<file path="config.mk">
export PLATFORM = sky130hd
export DESIGN_NAME = mipsDatapath
export DESIGN_NICKNAME = d
export VERILOG_FILES = /design/src/hdl/mipsPkg.sv /design/src/hdl/wbIf.sv /design/src/hdl/mipsDecoder.sv /design/src/hdl/regFile.sv /design/src/hdl/hazardUnit.sv /design/src/hdl/aluUnit.sv /design/src/hdl/mipsDatapath.sv
export SDC_FILE = /design/constraint.sdc
export NUM_CORES = 2
export LEC_CHECK = 0
export BUFFER_PORTS_ARGS = -buffer_cell sky130_fd_sc_hd__buf_2
export CORE_ASPECT_RATIO = 1.5
export CORE_MARGIN = 5
export CORE_UTILIZATION = 50
export DETAILED_ROUTE_END_ITERATION = 6
export PLACE_DENSITY = 0.63
export SLEW_MARGIN = 20
export SYNTH_ARGS = -nofsm -noshare
export SYNTH_HDL_FRONTEND = slang
export SYNTH_HIERARCHICAL = 1
export SYNTH_SLANG_ARGS = --single-unit
</file>
<file path="constraint.sdc">
create_clock -name clk -period 15.8 [get_ports clk]
set_input_delay 2.37 -clock clk [delete_from_list [all_inputs] [get_ports clk]]
set_output_delay 2.37 -clock clk [all_outputs]
set_load 0.02 [all_outputs]
</file>
<file path="src/hdl/mipsPkg.sv">
package mipsPkg;

    localparam int xlen     = 32;
    localparam int regAddrW = 5;

    localparam logic [xlen-1:0] resetPc = 32'hbfc00000;

    // major opcodes in instr[31:26]
    localparam logic [5:0] opSpecial = 6'h00;
    localparam logic [5:0] opBeq     = 6'h04;
    localparam logic [5:0] opBne     = 6'h05;
    localparam logic [5:0] opAddiu   = 6'h09;
    localparam logic [5:0] opOri     = 6'h0d;
    localparam logic [5:0] opLui     = 6'h0f;
    localparam logic [5:0] opLw      = 6'h23;
    localparam logic [5:0] opSw      = 6'h2b;

    // special funct field in instr[5:0]
    localparam logic [5:0] fnAddu = 6'h21;
    localparam logic [5:0] fnSubu = 6'h23;
    localparam logic [5:0] fnAnd  = 6'h24;
    localparam logic [5:0] fnOr   = 6'h25;
    localparam logic [5:0] fnXor  = 6'h26;
    localparam logic [5:0] fnSlt  = 6'h2a;

    typedef enum logic [2:0] {
        aluAdd, aluSub, aluAnd, aluOr, aluXor, aluSlt, aluLui
    } aluOpE;

    // youngest stage holding the operand
    typedef enum logic [1:0] {
        fwdRegFile, fwdExe, fwdMem, fwdWb
    } fwdSelE;

    typedef struct packed {
        aluOpE aluOp;
        logic  useImm;     // srcB from immediate
        logic  signExt;    // else zero extend
        logic  regWrite;
        logic  memRead;
        logic  memWrite;
        logic  isBranch;
        logic  branchOnNe; // bne
        logic  destIsRt;   // i-type writes rt
        logic  legal;
    } ctrlS;

endpackage

</file>
<file path="src/hdl/wbIf.sv">
`timescale 1ns/1ps

interface wbIf import mipsPkg::*; ();

    logic                valid;    // committing this cycle
    logic                regWrite;
    logic [regAddrW-1:0] dest;
    logic [xlen-1:0]     data;
    logic [xlen-1:0]     pc;

    modport source (output valid, regWrite, dest, data, pc);

    modport regWr (input valid, regWrite, dest, data);

    // forwarding only needs to know who is writing where
    modport fwd (input valid, regWrite, dest);

endinterface

</file>
<file path="src/hdl/mipsDecoder.sv">
`timescale 1ns/1ps

module mipsDecoder import mipsPkg::*; (
    input  logic [xlen-1:0] instr_i,
    output ctrlS            ctrl_o
);

    logic [5:0] opcode;
    logic [5:0] funct;

    assign opcode = instr_i[31:26];
    assign funct  = instr_i[5:0];

    always_comb begin
        ctrl_o       = '0;  // unknown encodings fall through as a no-op
        ctrl_o.aluOp = aluAdd;
        case (opcode)
            opSpecial: begin
                ctrl_o.regWrite = 1'b1;
                ctrl_o.legal    = 1'b1;
                case (funct)
                    fnAddu:  ctrl_o.aluOp = aluAdd;
                    fnSubu:  ctrl_o.aluOp = aluSub;
                    fnAnd:   ctrl_o.aluOp = aluAnd;
                    fnOr:    ctrl_o.aluOp = aluOr;
                    fnXor:   ctrl_o.aluOp = aluXor;
                    fnSlt:   ctrl_o.aluOp = aluSlt;
                    default: begin
                        ctrl_o.regWrite = 1'b0;
                        ctrl_o.legal    = 1'b0;
                    end
                endcase
            end
            opAddiu, opOri, opLui: begin
                ctrl_o.useImm   = 1'b1;
                ctrl_o.regWrite = 1'b1;
                ctrl_o.destIsRt = 1'b1;
                ctrl_o.legal    = 1'b1;
                ctrl_o.signExt  = (opcode == opAddiu);  // ori and lui zero extend
                ctrl_o.aluOp    = (opcode == opAddiu) ? aluAdd :
                                  (opcode == opOri)   ? aluOr  : aluLui;
            end
            opLw, opSw: begin
                ctrl_o.useImm   = 1'b1;  // base + offset
                ctrl_o.signExt  = 1'b1;
                ctrl_o.legal    = 1'b1;
                ctrl_o.memRead  = (opcode == opLw);
                ctrl_o.memWrite = (opcode == opSw);
                ctrl_o.regWrite = (opcode == opLw);
                ctrl_o.destIsRt = 1'b1;
            end
            opBeq, opBne: begin
                ctrl_o.isBranch   = 1'b1;
                ctrl_o.branchOnNe = (opcode == opBne);
                ctrl_o.signExt    = 1'b1;  // word offset is signed
                ctrl_o.legal      = 1'b1;
            end
            default: ;
        endcase
    end

endmodule

</file>
<file path="src/hdl/regFile.sv">
`timescale 1ns/1ps

module regFile import mipsPkg::*; (
    input  logic                clk,
    input  logic                rstN_i,
    input  logic [regAddrW-1:0] raddrA_i,
    input  logic [regAddrW-1:0] raddrB_i,
    output logic [xlen-1:0]     rdataA_o,
    output logic [xlen-1:0]     rdataB_o,
    wbIf.regWr                  wb
);

    logic [xlen-1:0] regs [1:31];  // $0 is not stored
    logic            wrEn;

    assign wrEn = wb.valid & wb.regWrite & (wb.dest != '0);

    always_ff @(posedge clk) begin
        if (!rstN_i) begin
            for (int i = 1; i < 32; i++) begin
                regs[i] <= '0;
            end
        end else if (wrEn) begin
            regs[wb.dest] <= wb.data;
        end
    end

    // same-cycle write shows up on the read side
    always_comb begin
        rdataA_o = (raddrA_i == '0) ? '0 : regs[raddrA_i];
        rdataB_o = (raddrB_i == '0) ? '0 : regs[raddrB_i];
        if (wrEn && wb.dest == raddrA_i) rdataA_o = wb.data;
        if (wrEn && wb.dest == raddrB_i) rdataB_o = wb.data;
    end

endmodule

</file>
<file path="src/hdl/hazardUnit.sv">
`timescale 1ns/1ps

module hazardUnit import mipsPkg::*; (
    input  logic [regAddrW-1:0] rsD_i,
    input  logic [regAddrW-1:0] rtD_i,
    input  logic [regAddrW-1:0] destE_i,
    input  logic                regWriteE_i,
    input  logic                memReadE_i,
    input  logic [regAddrW-1:0] destM_i,
    input  logic                regWriteM_i,
    input  logic                memReadM_i,
    wbIf.fwd                    wb,
    input  logic                dataStall_i,
    output fwdSelE              fwdA_o,
    output fwdSelE              fwdB_o,
    output logic                stallFD_o,
    output logic                bubbleE_o,
    output logic                freeze_o
);

    logic writesE;
    logic writesM;
    logic writesW;
    logic loadUse;

    // $0 never counts as a producer
    assign writesE = regWriteE_i & (destE_i != '0);
    assign writesM = regWriteM_i & (destM_i != '0);
    assign writesW = wb.valid & wb.regWrite & (wb.dest != '0);

    // load data only exists in writeback
    assign loadUse = (writesE & memReadE_i & (destE_i == rsD_i || destE_i == rtD_i)) |
                     (writesM & memReadM_i & (destM_i == rsD_i || destM_i == rtD_i));

    always_comb begin
        fwdA_o = fwdRegFile;
        fwdB_o = fwdRegFile;
        if (writesW && wb.dest == rsD_i) fwdA_o = fwdWb;  // oldest first so younger ones override
        if (writesM && destM_i == rsD_i) fwdA_o = fwdMem;
        if (writesE && destE_i == rsD_i) fwdA_o = fwdExe;
        if (writesW && wb.dest == rtD_i) fwdB_o = fwdWb;
        if (writesM && destM_i == rtD_i) fwdB_o = fwdMem;
        if (writesE && destE_i == rtD_i) fwdB_o = fwdExe;
    end

    assign stallFD_o = loadUse;
    assign bubbleE_o = loadUse;
    assign freeze_o  = dataStall_i;  // nothing moves while memory is busy

endmodule

</file>
<file path="src/hdl/aluUnit.sv">
`timescale 1ns/1ps

module aluUnit import mipsPkg::*; (
    input  aluOpE           op_i,
    input  logic [xlen-1:0] srcA_i,
    input  logic [xlen-1:0] srcB_i,
    output logic [xlen-1:0] result_o
);

    logic lessThan;

    assign lessThan = $signed(srcA_i) < $signed(srcB_i);

    always_comb begin
        case (op_i)
            aluAdd:  result_o = srcA_i + srcB_i;  // wraps with no overflow trap
            aluSub:  result_o = srcA_i - srcB_i;
            aluAnd:  result_o = srcA_i & srcB_i;
            aluOr:   result_o = srcA_i | srcB_i;
            aluXor:  result_o = srcA_i ^ srcB_i;
            aluSlt:  result_o = {{(xlen-1){1'b0}}, lessThan};
            aluLui:  result_o = {srcB_i[15:0], 16'b0};
            default: result_o = '0;
        endcase
    end

endmodule

</file>
<file path="src/hdl/mipsDatapath.sv">
`timescale 1ns/1ps

module mipsDatapath import mipsPkg::*; (
    input  logic                clk,
    input  logic                rstN_i,
    output logic                instEn_o,
    output logic [xlen-1:0]     instAddr_o,
    input  logic [xlen-1:0]     instData_i,
    output logic                dataEn_o,
    output logic [3:0]          dataWe_o,
    output logic [xlen-1:0]     dataAddr_o,
    output logic [xlen-1:0]     dataWdata_o,
    input  logic [xlen-1:0]     dataRdata_i,
    input  logic                dataStall_i,
    output logic [xlen-1:0]     debugWbPc_o,
    output logic [3:0]          debugWbRfWen_o,
    output logic [regAddrW-1:0] debugWbRfWnum_o,
    output logic [xlen-1:0]     debugWbRfWdata_o
);

    // fetch
    logic [xlen-1:0] pcF, pcNext;
    logic            fetchEn;
    // decode
    logic                validD, skidValid;
    logic [xlen-1:0]     pcD, skidInstr, instrD, immD, rdataA, rdataB, opA, opB;
    logic [xlen-1:0]     branchTarget;
    logic [regAddrW-1:0] destD;
    logic                branchTaken;
    ctrlS                ctrlD;
    // execute
    logic                validE;
    ctrlS                ctrlE;
    logic [xlen-1:0]     pcE, srcAE, srcBE, storeDataE, aluResultE;
    logic [regAddrW-1:0] destE;
    // memory
    logic                validM, regWriteM, memReadM, memWriteM;
    logic [xlen-1:0]     pcM, aluOutM, storeDataM;
    logic [regAddrW-1:0] destM;
    // writeback
    logic                validW, regWriteW, memReadW, rdataHeldValid;
    logic [xlen-1:0]     pcW, aluOutW, rdataHeld, loadData, wbData;
    logic [regAddrW-1:0] destW;
    // hazards
    fwdSelE fwdA, fwdB;
    logic   stallFD, bubbleE, freeze, holdD;

    wbIf wbBus ();

    function automatic logic [xlen-1:0] pickOperand(
        input fwdSelE          sel,
        input logic [xlen-1:0] rf,
        input logic [xlen-1:0] exe,
        input logic [xlen-1:0] mem,
        input logic [xlen-1:0] wb
    );
        case (sel)
            fwdExe:  return exe;
            fwdMem:  return mem;
            fwdWb:   return wb;
            default: return rf;
        endcase
    endfunction

    assign holdD      = stallFD | freeze;
    assign instEn_o   = fetchEn;
    assign instAddr_o = pcF;
    assign pcNext     = branchTaken ? branchTarget : pcF + 32'd4;

    // held word while decode waits and a no-op when nothing was fetched
    assign instrD = !validD ? '0 : (skidValid ? skidInstr : instData_i);

    mipsDecoder decoder_i (.instr_i(instrD), .ctrl_o(ctrlD));

    regFile regFile_i (
        .clk(clk), .rstN_i(rstN_i),
        .raddrA_i(instrD[25:21]), .raddrB_i(instrD[20:16]),
        .rdataA_o(rdataA), .rdataB_o(rdataB),
        .wb(wbBus)
    );

    assign immD  = ctrlD.signExt ? {{16{instrD[15]}}, instrD[15:0]} : {16'b0, instrD[15:0]};
    assign destD = ctrlD.destIsRt ? instrD[20:16] : instrD[15:11];
    assign opA   = pickOperand(fwdA, rdataA, aluResultE, aluOutM, wbData);
    assign opB   = pickOperand(fwdB, rdataB, aluResultE, aluOutM, wbData);

    assign branchTaken  = ctrlD.isBranch & ((opA == opB) ^ ctrlD.branchOnNe);
    assign branchTarget = pcD + 32'd4 + {immD[29:0], 2'b00};  // relative to delay slot

    hazardUnit hazard_i (
        .rsD_i(instrD[25:21]), .rtD_i(instrD[20:16]),
        .destE_i(destE), .regWriteE_i(validE & ctrlE.regWrite),
        .memReadE_i(validE & ctrlE.memRead),
        .destM_i(destM), .regWriteM_i(validM & regWriteM),
        .memReadM_i(validM & memReadM),
        .wb(wbBus), .dataStall_i(dataStall_i),
        .fwdA_o(fwdA), .fwdB_o(fwdB),
        .stallFD_o(stallFD), .bubbleE_o(bubbleE), .freeze_o(freeze)
    );

    aluUnit alu_i (.op_i(ctrlE.aluOp), .srcA_i(srcAE), .srcB_i(srcBE), .result_o(aluResultE));

    always_ff @(posedge clk) begin
        if (!rstN_i) begin
            pcF            <= resetPc;
            fetchEn        <= 1'b0;
            validD         <= 1'b0;
            skidValid      <= 1'b0;
            validE         <= 1'b0;
            validM         <= 1'b0;
            validW         <= 1'b0;
            rdataHeldValid <= 1'b0;
        end else begin
            if (!freeze) begin
                fetchEn <= 1'b1;
                validE  <= validD & ctrlD.legal & ~bubbleE;  // bubble on load-use
                validM  <= validE;
                validW  <= validM;
            end
            if (!holdD) begin
                validD <= fetchEn;
                if (fetchEn) pcF <= pcNext;
            end
            skidValid      <= holdD;
            rdataHeldValid <= freeze;
        end
    end

    always_ff @(posedge clk) begin
        if (holdD && !skidValid) skidInstr <= instData_i;  // first stalled cycle
        if (freeze && !rdataHeldValid) rdataHeld <= dataRdata_i;
        if (!holdD) pcD <= pcF;
        if (!freeze) begin
            ctrlE      <= ctrlD;
            pcE        <= pcD;
            srcAE      <= opA;
            srcBE      <= ctrlD.useImm ? immD : opB;
            storeDataE <= opB;
            destE      <= destD;
            pcM        <= pcE;
            aluOutM    <= aluResultE;
            storeDataM <= storeDataE;
            destM      <= destE;
            regWriteM  <= ctrlE.regWrite;
            memReadM   <= ctrlE.memRead;
            memWriteM  <= ctrlE.memWrite;
            pcW        <= pcM;
            aluOutW    <= aluOutM;
            destW      <= destM;
            regWriteW  <= regWriteM;
            memReadW   <= memReadM;
        end
    end

    // memory stage request held steady by the freeze
    assign dataEn_o    = validM & (memReadM | memWriteM);
    assign dataWe_o    = {4{validM & memWriteM}};
    assign dataAddr_o  = aluOutM;
    assign dataWdata_o = storeDataM;

    assign loadData = rdataHeldValid ? rdataHeld : dataRdata_i;
    assign wbData   = memReadW ? loadData : aluOutW;

    assign wbBus.valid    = validW & ~freeze;  // commit only when the pipe moves
    assign wbBus.regWrite = regWriteW;
    assign wbBus.dest     = destW;
    assign wbBus.data     = wbData;
    assign wbBus.pc       = pcW;

    assign debugWbPc_o      = wbBus.pc;
    assign debugWbRfWen_o   = {4{wbBus.valid & wbBus.regWrite}};
    assign debugWbRfWnum_o  = wbBus.dest;
    assign debugWbRfWdata_o = wbBus.data;

endmodule

</file>
==> results.ini <==
[flow_run]
drv_cap = 0

[setup_path]
cp_cell_sequence = buf_2 > mux2i_1 > nor2b_4 > buf_4 > buf_4 > buf_4 > nand3b_1 > buf_4 > o22ai_1 > a2111oi_0 > a2111oi_0 > a31o_1 > mux4_2 > a21boi_1 > xnor2_1 > nor4b_1 > nand3_1 > nor3_2 > mux2_4 > mux2_2 > a22oi_1
cp-end-kind = register
r2r_cells = 21
path_class = in2reg
cp_slowest_cell = a2111oi_0
cp_max_fo = 57
max_stage_delay_ps = 1010
worstSetupStartpointType = primary input
crit_arrival_ps = 10200
ff2ff_setup_slack_ps = 7080
crit_required_ps = 16540
path_common_cell = buf_4
crit-reg2reg-launch = skidValid
rr_endpoint = instAddr_o[27]

[placed_design]
dp_cells = 8366
finalWeightedCongestion = 0.974
place_ws_ps = 5860
dp_hpwl_mm = 193
port-buffer-count = 241
place_area_um2 = 86300

[run_status]
violations = DRC
status = finished, violations left

[synth]
synth_top_family_by_area = multiplexers
synth_ff_type = edfxtp_1
syn_area_um2 = 82300
ys_ff_latch = 1473
synth.mux.area_fraction_pct = 16.8
ys_warn_count = 6
synth-xor-area-share_pct = 1.23
synth-compound-area-share_pct = 9.71
synth_cells = 6351
yosysSeqAreaShare_pct = 53.3
yosys.area_share.simple_pct = 12.7
syn_area_per_cell_um2 = 13.0
ys_async_sr_fraction_pct = 0
synth_edf_count = 1434
synth_cell_type_count = 107
synth_fa_ha_area_share_pct = 2.41

[timing]
finalCritPeriodShare_pct = 59.8
hold_viol = 0
fmax_mhz = 106
relSlewSlack_pct = 10.1
fin_skew_ps = 29.8
fin_crit_ps = 9460
setup_viol = 0
worstMarginPinSlew_ps = 1310
hold_slack_ps = 412
finalSetupTns_ps = 0
slew_violations = 0
rsz0062_at_grt = false
setup_ws_ps = 6340

[detailed_routing]
num_vias = 59328
routed_via_density = 6.86
drc = 2
antenna_left = 0
firstDrtPassIters = 7
totalWireLength_mm = 308
wl_per_cell_um = 35.6
drt_first_iter_violations = 7670

[grt]
grt_pass1_vias = 58668
antenna_found_initial = 21
grt_max_degree = 109
grt_overflow_total = 0
track_usage_pct = 34.6
grt_pass1_wl_mm = 429

[hold_path]
holdCritStartpoint = pcE[2]
hold_path_end = pcM[2]
hp-class = reg2reg
hold_depth = 0

[layout]
layout-drive-gt1-share_pct = 19.8
final_util_pct = 55.7
syn_to_final_growth_pct = 10.9
largest_reg_flops = 1024
fin_area_um2 = 91300
top_register = regFile_i/regs
stdcell_count = 8651
fin_nets = 6626

[cts]
cts_resized = 0
cts_hold_buf = 0
clockRootBuffer = clkbuf_16
cts_tree = done
ctsLongestPathBuffers = 3
worstSkewPairLatency_ps = 830
clock-sinks = 1473
postCtsSetupBuffers = 0
numCtsBuffers = 149
clkTransAtPathRegs_ps = 60
htree_num_levels = 4

[power]
fin_total_pwr_mw = 9.55
cellPowerDensity_nw_per_um2 = 105
p_leak_nw = 32.1
vdd.ir_drop.worst_v = 0.0000986

[floorplan]
pin_count = 242
core_um2 = 164000
dieWidth_um = 341
die_area_um2 = 173000
num_rows = 182
die_y_um = 507
start_util_pct = 50.2

worst max-delay path, delay by kind of cell:
kind                      cells  cell delay (ps)
AOI/OAI and AO/OA             6             2120
and+or+nand+nor               5             1510
muxes                         4             1740
buffers and inverters         5             1960
xor gates and xnor gates      1              160
Yosys cell counts, types with 39 or more instances:
library cell,number,area [um2]
dfxtp_1,39,781
buf_2,89,445
o221ai_1,52,455
and2_1,1011,6320
inv_1,148,556
a2111oi_0,39,342
a22o_1,44,385
a32o_1,49,490
a22oi_1,94,706
nand3_1,95,475
a21oi_1,199,996
mux4_2,349,7860
o22ai_1,99,619
mux2_2,102,1150
o21ai_0,158,791
nand2b_1,56,350
xor2_1,41,359
mux2i_1,482,4820
ha_1,154,1930
clkbuf_1,413,1550
nor2_1,146,548
nand2_1,206,773
nor3_1,89,445
a211oi_1,56,420
xnor2_1,75,657
edfxtp_1,1434,43100
nor2b_1,67,419
report_power, final:
part           internal, mW  switching [mW]
clock                  2.05            1.60
sequential             4.47           0.124
combinational         0.425           0.888
placed cells by master, fill, tap and decap left out, types with 56 or more instances in the layout:
| cell | instances |
|---|---|
| a211oi_1 | 56 |
| a21oi_1 | 180 |
| a22oi_1 | 94 |
| and2_1 | 1009 |
| buf_2 | 240 |
| buf_4 | 198 |
| clkbuf_16 | 151 |
| edfxtp_1 | 1434 |
| ha_1 | 154 |
| inv_1 | 147 |
| mux2_2 | 102 |
| mux2i_1 | 481 |
| mux4_2 | 349 |
| nand2_1 | 206 |
| nand3_1 | 95 |
| nor2_1 | 117 |
| nor3_1 | 79 |
| o21ai_0 | 136 |
| o22ai_1 | 97 |
| xnor2_1 | 75 |
cells by family (layout without fill, tap and decap cells):
logic type | Yosys count | count (layout)
adder cells (fa/ha/maj) | 157 | 157
flip-flops | 1473 | 1473
multiplexers | 934 | 934
other | 1 | 49
AO/OA/AOI/OAI | 1109 | 1109
buffers and inverters | 731 | 867
XOR/XNOR | 116 | 116
AND/OR/NAND/NOR | 1830 | 1830
area by class of cell:
type                       count  area (um2)
multi-input combinational   4178       36400
fill                       13355       72700
inverter                     153         582
timing repair buffer         447        2880
sequential                  1473       43800
tap                         2116        2650
clock buffer                 186        3980
antenna                       17        42.5
clock inverter                81         940
layer usage:
layer,track usage (%),wire (um)
met5,0,65
met4,25.0,26900
met3,8.58,32000
met2,55.8,144000
met1,40.6,105000
worst max path at each step:
stage / from / endpoint / slack, ps / depth (start not counted)
3_3_place_gp: instData_i[21] / instAddr_o[27] / 5870 / 20
6_report: instData_i[23] / instAddr_o[27] / 6340 / 21
4_1_cts: instData_i[21] / instAddr_o[27] / 6720 / 20
2_1_floorplan: dataStall_i / rdataHeld[0] / 2810 / 4
3_5_place_dp: instData_i[21] / instAddr_o[27] / 5860 / 20
5_1_grt: instData_i[23] / instAddr_o[27] / 6240 / 22
Note: power is estimated with default switching activity, not from simulation.
